===== src/logic/pl_cpld_config.svh =====
// register map and fixed values for the pl cpld control-port registers
// shared by the RTL and the testbench so both decode the same map
// include after adding logic/ to the include path

`ifndef PL_CPLD_CONFIG_SVH
`define PL_CPLD_CONFIG_SVH

// ------------------------------
// response status codes
// ------------------------------
`define CTRL_STS_OKAY    2'd0
`define CTRL_STS_CMDERR  2'd1
`define CTRL_STS_TSERR   2'd2
`define CTRL_STS_WARNING 2'd3

// register window
`define PL_CPLD_BASE_ADDR     20'h00200
`define PL_CPLD_NUM_ADDRESSES 64

// byte offsets inside the window
`define SIGNATURE_REGISTER                  20'h00
`define REVISION_REGISTER                   20'h04
`define OLDEST_COMPATIBLE_REVISION_REGISTER 20'h08
`define SCRATCH_REGISTER                    20'h0C
`define GIT_HASH_REGISTER                   20'h10
`define LED_REGISTER                        20'h20
`define CABLE_PRESENT_REG                   20'h30

// identity, revisions are YYMMDDHH
`define PL_CPLD_SIGNATURE    32'h0A522D27
`define CPLD_REVISION        32'h21012015
`define OLDEST_CPLD_REVISION 32'h20122114
`define GIT_HASH_DEFAULT     32'hDEADBEEF

// led register fields, lsb of each 4-bit group
`define QSFP_LED_FIELD_SIZE 4
`define QSFP0_LED_LINK      0
`define QSFP0_LED_ACTIVE    4
`define QSFP1_LED_LINK      8
`define QSFP1_LED_ACTIVE    12

// cable-present bits
`define IPASS0_CABLE_PRESENT 0
`define IPASS1_CABLE_PRESENT 1

// cycles the guard waits for a slave ack
`define CTRLPORT_TIMEOUT_CYCLES 16

`endif

===== src/logic/ctrlport_pkg.sv =====
// vector types for the control port and the pl cpld registers
// import with ctrlport_pkg::* in the module header where needed

`default_nettype none

package ctrlport_pkg;

  // ------------------------------
  // control port fields
  // ------------------------------
  typedef logic [19:0] ctrlport_addr_t;
  typedef logic [31:0] ctrlport_data_t;
  typedef logic [1:0]  ctrlport_status_t;

  // register contents
  // four 4-bit led groups
  typedef logic [15:0] led_reg_t;
  // one bit per ipass connector
  typedef logic [1:0]  cable_reg_t;

  // bus guard fsm
  typedef enum logic {
    idle,
    wait_ack
  } guard_state_t;

endpackage

`default_nettype wire


===== src/logic/ctrlport_if.sv =====
// control-port request/response bundle between blocks inside the design
// master drives the request, slave drives the response
// requests are one-cycle strobes, one outstanding at a time

`timescale 1ns/10ps
`default_nettype none

interface ctrlport_if
  import ctrlport_pkg::*;
();

  // ------------------------------
  // request, master to slave
  // ------------------------------
  logic             req_wr;
  logic             req_rd;
  ctrlport_addr_t   req_addr;
  ctrlport_data_t   req_data;

  // response, slave to master
  logic             resp_ack;
  ctrlport_status_t resp_status;
  ctrlport_data_t   resp_data;

  modport master (
    output req_wr, req_rd, req_addr, req_data,
    input  resp_ack, resp_status, resp_data
  );

  modport slave (
    input  req_wr, req_rd, req_addr, req_data,
    output resp_ack, resp_status, resp_data
  );

endinterface

`default_nettype wire


===== src/logic/pl_cpld_top.sv =====
// pl cpld register subsystem with a plain control-port slave
// guard answers unmapped addresses, register block drives leds and cable bits

`timescale 1ns/10ps
`default_nettype none

`include "pl_cpld_config.svh"

module pl_cpld_top
  import ctrlport_pkg::*;
(
  input  wire              ctrlport_clk,
  input  wire              ctrlport_rst,

  // control port from software
  input  wire              s_ctrlport_req_wr,
  input  wire              s_ctrlport_req_rd,
  input  ctrlport_addr_t   s_ctrlport_req_addr,
  input  ctrlport_data_t   s_ctrlport_req_data,
  output logic             s_ctrlport_resp_ack,
  output ctrlport_status_t s_ctrlport_resp_status,
  output ctrlport_data_t   s_ctrlport_resp_data,

  // board outputs
  output logic [3:0]       qsfp0_led_active,
  output logic [3:0]       qsfp0_led_link,
  output logic [3:0]       qsfp1_led_active,
  output logic [3:0]       qsfp1_led_link,
  output cable_reg_t       ipass_cable_present
);

  // guard to register block
  ctrlport_if regs_ctrlport ();

  ctrlport_bus_guard u_guard (
    .ctrlport_clk           (ctrlport_clk),
    .ctrlport_rst           (ctrlport_rst),
    .s_ctrlport_req_wr      (s_ctrlport_req_wr),
    .s_ctrlport_req_rd      (s_ctrlport_req_rd),
    .s_ctrlport_req_addr    (s_ctrlport_req_addr),
    .s_ctrlport_req_data    (s_ctrlport_req_data),
    .s_ctrlport_resp_ack    (s_ctrlport_resp_ack),
    .s_ctrlport_resp_status (s_ctrlport_resp_status),
    .s_ctrlport_resp_data   (s_ctrlport_resp_data),
    .m_ctrlport             (regs_ctrlport.master)
  );

  pl_cpld_regs #(
    .BASE_ADDRESS (`PL_CPLD_BASE_ADDR)
  ) u_regs (
    .ctrlport_clk        (ctrlport_clk),
    .ctrlport_rst        (ctrlport_rst),
    .s_ctrlport          (regs_ctrlport.slave),
    .qsfp0_led_active    (qsfp0_led_active),
    .qsfp0_led_link      (qsfp0_led_link),
    .qsfp1_led_active    (qsfp1_led_active),
    .qsfp1_led_link      (qsfp1_led_link),
    .ipass_cable_present (ipass_cable_present)
  );

endmodule

`default_nettype wire


===== src/logic/ctrlport_bus_guard.sv =====
// control-port guard in front of a single slave
// forwards requests, tracks the one outstanding access and answers it
// with a timeout error when the slave stays silent

`timescale 1ns/10ps
`default_nettype none

`include "pl_cpld_config.svh"

module ctrlport_bus_guard
  import ctrlport_pkg::*;
(
  input  wire              ctrlport_clk,
  input  wire              ctrlport_rst,

  // upstream request
  input  wire              s_ctrlport_req_wr,
  input  wire              s_ctrlport_req_rd,
  input  ctrlport_addr_t   s_ctrlport_req_addr,
  input  ctrlport_data_t   s_ctrlport_req_data,
  // upstream response
  output logic             s_ctrlport_resp_ack,
  output ctrlport_status_t s_ctrlport_resp_status,
  output ctrlport_data_t   s_ctrlport_resp_data,

  // downstream slave
  ctrlport_if.master       m_ctrlport
);

  localparam int TIMEOUT = `CTRLPORT_TIMEOUT_CYCLES;
  localparam int CNT_W   = $clog2(TIMEOUT + 1);

  guard_state_t     state;
  // cycles since the forwarded request, 1 in the cycle after it
  logic [CNT_W-1:0] wait_cnt;

  logic             req_any;
  logic             busy;
  logic             fwd_req;
  logic             timeout_ack;

  // ------------------------------
  // request path
  // ------------------------------
  assign req_any = s_ctrlport_req_wr | s_ctrlport_req_rd;

  // outstanding access not finished in this cycle
  assign busy    = (state == wait_ack) && !s_ctrlport_resp_ack;
  assign fwd_req = req_any && !busy;

  assign m_ctrlport.req_wr   = s_ctrlport_req_wr && !busy;
  assign m_ctrlport.req_rd   = s_ctrlport_req_rd && !busy;
  assign m_ctrlport.req_addr = s_ctrlport_req_addr;
  assign m_ctrlport.req_data = s_ctrlport_req_data;

  // ------------------------------
  // response path
  // ------------------------------
  // own ack in the cycle TIMEOUT after the request, slave wins a tie
  assign timeout_ack = (state == wait_ack) &&
                       (wait_cnt == CNT_W'(TIMEOUT)) &&
                       !m_ctrlport.resp_ack;

  assign s_ctrlport_resp_ack    = m_ctrlport.resp_ack | timeout_ack;
  assign s_ctrlport_resp_status = timeout_ack ? `CTRL_STS_TSERR : m_ctrlport.resp_status;
  assign s_ctrlport_resp_data   = timeout_ack ? '0 : m_ctrlport.resp_data;

  // ------------------------------
  // fsm and counter
  // ------------------------------
  always_ff @(posedge ctrlport_clk) begin
    if (ctrlport_rst) begin
      state    <= idle;
      wait_cnt <= '0;
    end else if (fwd_req) begin
      // new access, also back to back with the previous ack
      state    <= wait_ack;
      wait_cnt <= CNT_W'(1);
    end else if (s_ctrlport_resp_ack) begin
      state    <= idle;
      wait_cnt <= '0;
    end else if (state == wait_ack) begin
      wait_cnt <= wait_cnt + CNT_W'(1);
    end
  end

  // upstream kept to one outstanding request
  a_no_req_while_busy: assert property (
    @(posedge ctrlport_clk) disable iff (ctrlport_rst)
    busy |-> !req_any
  ) else $error("control port request issued before the previous ack");

  // slave must only answer something that was forwarded
  a_no_ack_while_idle: assert property (
    @(posedge ctrlport_clk) disable iff (ctrlport_rst)
    (state == idle) |-> !m_ctrlport.resp_ack
  ) else $error("slave ack without an outstanding request");

endmodule

`default_nettype wire


===== src/logic/pl_cpld_regs.sv =====
// identity, scratch, qsfp led and ipass cable-present registers
// answers control-port requests inside its 64-byte window one cycle later
// addresses outside the window are ignored, no ack

`timescale 1ns/10ps
`default_nettype none

`include "pl_cpld_config.svh"

module pl_cpld_regs
  import ctrlport_pkg::*;
#(
  parameter ctrlport_addr_t BASE_ADDRESS = `PL_CPLD_BASE_ADDR
) (
  input  wire        ctrlport_clk,
  input  wire        ctrlport_rst,

  ctrlport_if.slave  s_ctrlport,

  // qsfp leds
  output logic [3:0] qsfp0_led_active,
  output logic [3:0] qsfp0_led_link,
  output logic [3:0] qsfp1_led_active,
  output logic [3:0] qsfp1_led_link,

  // ipass status
  output cable_reg_t ipass_cable_present
);

  // ------------------------------
  // address decode
  // ------------------------------
  logic             req_valid;
  logic             addr_in_range;
  ctrlport_addr_t   addr_offset;

  // register state
  ctrlport_data_t   scratch_reg;
  led_reg_t         led_reg;
  cable_reg_t       cable_reg;

  // decoded response for the current request
  ctrlport_status_t wr_status;
  ctrlport_status_t rd_status;
  ctrlport_data_t   rd_data;

  assign req_valid = s_ctrlport.req_wr | s_ctrlport.req_rd;

  // offset wraps below the base, so the lower bound is checked on its own
  assign addr_offset   = s_ctrlport.req_addr - BASE_ADDRESS;
  assign addr_in_range = (s_ctrlport.req_addr >= BASE_ADDRESS) &&
                         (addr_offset < ctrlport_addr_t'(`PL_CPLD_NUM_ADDRESSES));

  // ------------------------------
  // outputs
  // ------------------------------
  assign qsfp0_led_link   = led_reg[`QSFP0_LED_LINK +: `QSFP_LED_FIELD_SIZE];
  assign qsfp0_led_active = led_reg[`QSFP0_LED_ACTIVE +: `QSFP_LED_FIELD_SIZE];
  assign qsfp1_led_link   = led_reg[`QSFP1_LED_LINK +: `QSFP_LED_FIELD_SIZE];
  assign qsfp1_led_active = led_reg[`QSFP1_LED_ACTIVE +: `QSFP_LED_FIELD_SIZE];

  assign ipass_cable_present = cable_reg;

  // ------------------------------
  // write decode
  // ------------------------------
  // only the three writable registers accept writes
  always_comb begin
    wr_status = `CTRL_STS_CMDERR;
    case (addr_offset)
      `SCRATCH_REGISTER,
      `LED_REGISTER,
      `CABLE_PRESENT_REG: wr_status = `CTRL_STS_OKAY;
      default: ;
    endcase
  end

  // ------------------------------
  // read mux
  // ------------------------------
  always_comb begin
    rd_status = `CTRL_STS_OKAY;
    rd_data   = '0;
    case (addr_offset)
      `SIGNATURE_REGISTER:                  rd_data = `PL_CPLD_SIGNATURE;
      `REVISION_REGISTER:                   rd_data = `CPLD_REVISION;
      `OLDEST_COMPATIBLE_REVISION_REGISTER: rd_data = `OLDEST_CPLD_REVISION;
      `SCRATCH_REGISTER:                    rd_data = scratch_reg;
      `GIT_HASH_REGISTER:                   rd_data = `GIT_HASH_DEFAULT;
      // zero-extended to the bus width
      `LED_REGISTER:                        rd_data = ctrlport_data_t'(led_reg);
      `CABLE_PRESENT_REG: begin
        rd_data[`IPASS0_CABLE_PRESENT] = cable_reg[0];
        rd_data[`IPASS1_CABLE_PRESENT] = cable_reg[1];
      end
      // hole in the map
      default: rd_status = `CTRL_STS_CMDERR;
    endcase
  end

  // ------------------------------
  // register updates
  // ------------------------------
  always_ff @(posedge ctrlport_clk) begin
    if (ctrlport_rst) begin
      scratch_reg <= '0;
      led_reg     <= '0;
      cable_reg   <= '0;
    end else if (s_ctrlport.req_wr && addr_in_range) begin
      case (addr_offset)
        `SCRATCH_REGISTER: scratch_reg <= s_ctrlport.req_data;
        // upper half of the word dropped
        `LED_REGISTER:     led_reg <= s_ctrlport.req_data[15:0];
        `CABLE_PRESENT_REG: begin
          cable_reg[0] <= s_ctrlport.req_data[`IPASS0_CABLE_PRESENT];
          cable_reg[1] <= s_ctrlport.req_data[`IPASS1_CABLE_PRESENT];
        end
        // read-only or undefined, nothing changes
        default: ;
      endcase
    end
  end

  // ------------------------------
  // response
  // ------------------------------
  // ack only inside the window
  always_ff @(posedge ctrlport_clk) begin
    if (ctrlport_rst) begin
      s_ctrlport.resp_ack <= 1'b0;
    end else begin
      s_ctrlport.resp_ack <= req_valid && addr_in_range;
    end
  end

  // status and data only matter with the ack
  always_ff @(posedge ctrlport_clk) begin
    if (s_ctrlport.req_wr) begin
      s_ctrlport.resp_status <= wr_status;
      s_ctrlport.resp_data   <= '0;
    end else if (s_ctrlport.req_rd) begin
      s_ctrlport.resp_status <= rd_status;
      s_ctrlport.resp_data   <= rd_data;
    end
  end

  // master side must never strobe both
  a_single_strobe: assert property (
    @(posedge ctrlport_clk) disable iff (ctrlport_rst)
    !(s_ctrlport.req_wr && s_ctrlport.req_rd)
  ) else $error("control port write and read strobes in the same cycle");

endmodule

`default_nettype wire


===== config.mk =====
export PLATFORM = sky130hd
export DESIGN_NAME = pl_cpld_top
export DESIGN_NICKNAME = d
export VERILOG_FILES = /design/src/logic/ctrlport_pkg.sv /design/src/logic/ctrlport_if.sv /design/src/logic/pl_cpld_top.sv /design/src/logic/ctrlport_bus_guard.sv /design/src/logic/pl_cpld_regs.sv
export VERILOG_INCLUDE_DIRS = /design/src /design/src/logic
export SDC_FILE = /design/constraint.sdc
export NUM_CORES = 1
export LEC_CHECK = 0
export BUFFER_PORTS_ARGS = -buffer_cell sky130_fd_sc_hd__buf_2
export CORE_UTILIZATION = 45
export DETAILED_ROUTE_END_ITERATION = 7
export GPL_TIMING_DRIVEN = 0
export HOLD_SLACK_MARGIN = 0.06
export PLACE_DENSITY_LB_ADDON = 0.05
export SETUP_SLACK_MARGIN = 0.1
export SYNTH_ARGS = -nofsm -noshare
export SYNTH_HDL_FRONTEND = slang
export SYNTH_HIERARCHICAL = 1
export SYNTH_SLANG_ARGS = --single-unit

===== constraint.sdc =====
create_clock -name ctrlport_clk -period 5.7 [get_ports ctrlport_clk]
set_input_delay 1.14 -clock ctrlport_clk [delete_from_list [all_inputs] [get_ports ctrlport_clk]]
set_output_delay 1.14 -clock ctrlport_clk [all_outputs]
set_load 0.1 [all_outputs]

==> impl_metrics.py <==
metrics = {
    "outcome": {
        "status": "finished clean",
    },
    "clock_tree": {
        "cts_resized": 0,
        "ctsHoldBuffers": 0,
        "clkSlewWorstSetupHoldPaths_ns": 0.09,
        "clk_latency_ns": 0.36,
        "cts_max_level": 3,
        "root_buffer": "clkbuf_8",
        "cts_buffer_depth": 2,
        "cts.sinks": 90,
        "cts_tree": "built",
        "post_cts_buffers": 0,
        "cts_buffers": 9,
    },
    "routing": {
        "wl_met1_microns": 6050,
        "drt-total-wl_microns": 13100,
        "ant_nets": 0,
        "wl_met3_microns": 801,
        "avgViaCountPerCell": 5.28,
        "highest_layer": "met4",
        "drc": 0,
        "firstDrtPassIters": 4,
        "via_count": 4141,
        "dr_wl_met2_microns": 6100,
        "drt_iter0_drc": 255,
        "wl_per_cell_microns": 16.7,
    },
    "final_layout": {
        "drive_above_1_share_pct": 26.2,
        "finish.utilization_pct": 53.4,
        "diodes": 0,
        "syn2layout_area_growth_pct": 13.6,
        "fill_cells": 1029,
        "final_nets": 702,
    },
    "worst_setup_path": {
        "crit_path_end_kind": "output port",
        "worstPathArrival_ns": 2.28,
        "crit_path_frequent_cell": "buf_2",
        "cp_max_fo": 10,
        "slowest_stage": "buf_2",
        "critPathKind": "reg -> out",
        "crit_required_ns": 4.56,
        "path_buf_inv": 3,
        "crit_path_cell_trace": "inv_1, ha_1, and4bb_4, nand3b_2, buf_2, and2_1, buf_2",
        "cpPeakStageDelay_ns": 0.42,
        "crit_family": "buffers and inverters",
        "critPathLaunchType": "register",
    },
    "placed_design": {
        "place.gp.congestion": 0.804,
        "port_buffers": 56,
        "hpwl_microns": 9550,
        "pre_cts_ws_ns": 2.45,
    },
    "logic_synthesis": {
        "yosysMostFrequentCell": "dfxtp_1",
        "ys_ff_latch": 90,
        "synth-edff-count": 1,
        "synthTopCellsByCount": "89 x dfxtp_1, 67 x o21ai_0, 55 x nand2b_1",
        "yosys.area.top_type": "dfxtp_1",
        "synth_ff_type": "dfxtp_1",
        "synth_area_per_cell_sq_um": 8.58,
        "yosys_warnings": 6,
        "synth_cells": 576,
        "yosysTopAreaCellShare_pct": 36.0,
        "synthArstFlopShare_pct": 0,
        "syn_area_sq_um": 4940,
        "ys_seq_area_share_pct": 36.6,
        "synth_area_leaders": "dfxtp_1 36%, buf_4 8.0%, nand2b_1 7.0%, o21ai_0 6.8%, nor2b_1 4.4%",
        "synthDistinctLibCells": 58,
        "syn-num-nets": 635,
    },
    "sta": {
        "fmax_mhz": 292,
        "period_minus_slack_ns": 3.42,
        "hold_violations": 0,
        "fin_ws_ns": 2.28,
        "whs_ns": 0.453,
        "worst_pin_slew_ns": 0.986,
        "maxSlewHeadroom_pct": 33.7,
        "rsz0062_at_grt": "no",
        "period_share_pct": 60.1,
        "setup_viol": 0,
        "finClkSkew_ns": 0.0141,
        "tns_ns": 0,
        "drv_slew": 0,
    },
    "run": {
        "drv_cap": 0,
    },
    "power_and_ir_drop": {
        "p_leak_nw": 2.41,
        "power_density_nw_per_um2": 222,
        "vdd_ir_drop_max_mv": 0.114,
        "total_power_mw": 1.24,
    },
    "floorplan": {
        "fp.coreArea_sq_um": 10500,
        "design.die.area_sq_um": 11400,
        "rows": 37,
        "die_h_microns": 107,
        "io_pins": 109,
        "start_util_pct": 47.1,
        "fp.dieW_microns": 107,
    },
    "global_route": {
        "grt_max_degree": 17,
        "grt.overflow.total": 0,
        "antenna_found_initial": 0,
        "first_global_vias": 4037,
        "grt_pass1_wl_microns": 21000,
        "track_usage_pct": 24.0,
    },
    "hold_path": {
        "hold_path_class": "reg -> reg",
    },
}
layer usage:
layer  global-route usage, %  vias to the layer above
met4                    6.46                        0
li1                        -                     2054
met3                    4.26                       16
met1                    32.6                     1937
met2                    39.0                      134
met5                       0                        -
area by class of cell:
cell class	count	area [sq um]	share of cell area [%]
Clock inverter	7	97.6	1.74
Clock buffer	9	124	2.21
Inverter	8	30.0	0.535
Buffer	94	636	11.3
Sequential cell	90	1810	32.3
Tap cell	136	170	3.03
Timing Repair Buffer	56	280	4.99
Multi-Input combinational cell	384	2470	43.9
logic make-up (layout without fill, tap and decap cells):
group	count (synthesis)	count (layout)	synth area share, %
xor+xnor	4	4	0.709
simple gates	206	206	25.4
other cells	1	1	0.0758
compound gates	149	149	18.7
flops	90	90	36.6
mux	20	20	4.05
fa+ha+maj	4	4	0.962
buf+inv	102	174	13.5
placed cells by master (no fill, tap or decap), drive strengths merged, types with 5 or more instances in the layout:
cell type | synthesis | routed
a21oi | 25 | 25
nor2 | 12 | 12
a221oi | 5 | 5
nand2 | 32 | 32
nor2b | 35 | 35
o21ai | 95 | 95
mux2i | 20 | 20
dfxtp | 89 | 89
inv | 8 | 12
nand2b | 55 | 55
buf | 69 | 125
and2 | 34 | 34
nand3b | 5 | 5
nor4 | 8 | 8
clkbuf | 25 | 34
worst min-delay path: stages, from the launching register on:
cell and delay (ns):
dfxtp_1 0.33, nand2_1 0.06, o21ai_2 0.04
metrics by stage:
step / instances / cell area [sq um]
floorplan: 576 / 4940
global placement: 768 / 5400
detailed placement: 768 / 5400
CTS: 784 / 5620
global route: 784 / 5620
finish: 784 / 5620
power by group:
part | switching (mW) | internal [mW] | total [mW]
Sequential | 0.00184 | 0.631 | 0.633
Clock | 0.244 | 0.251 | 0.495
Combinational | 0.0672 | 0.0494 | 0.117
Total | 0.313 | 0.932 | 1.24
final timing paths:
| path | cells after the start | startpoint | slack (ns) | end |
|---|---|---|---|---|
| setup / recovery | 7 | u_guard/wait_cnt[0] | 2.28 | s_ctrlport_resp_data[10] |
| hold / removal | 2 | u_regs/s_ctrlport.resp_data[30] | 0.45 | u_regs/s_ctrlport.resp_data[30] |
| setup reg to reg | 9 | u_guard/wait_cnt[0] | 3.02 | u_regs/s_ctrlport.resp_data[12] |
| hold reg to reg | 2 | u_regs/s_ctrlport.resp_data[30] | 0.45 | u_regs/s_ctrlport.resp_data[30] |
Note: power is estimated with default switching activity, not from simulation.
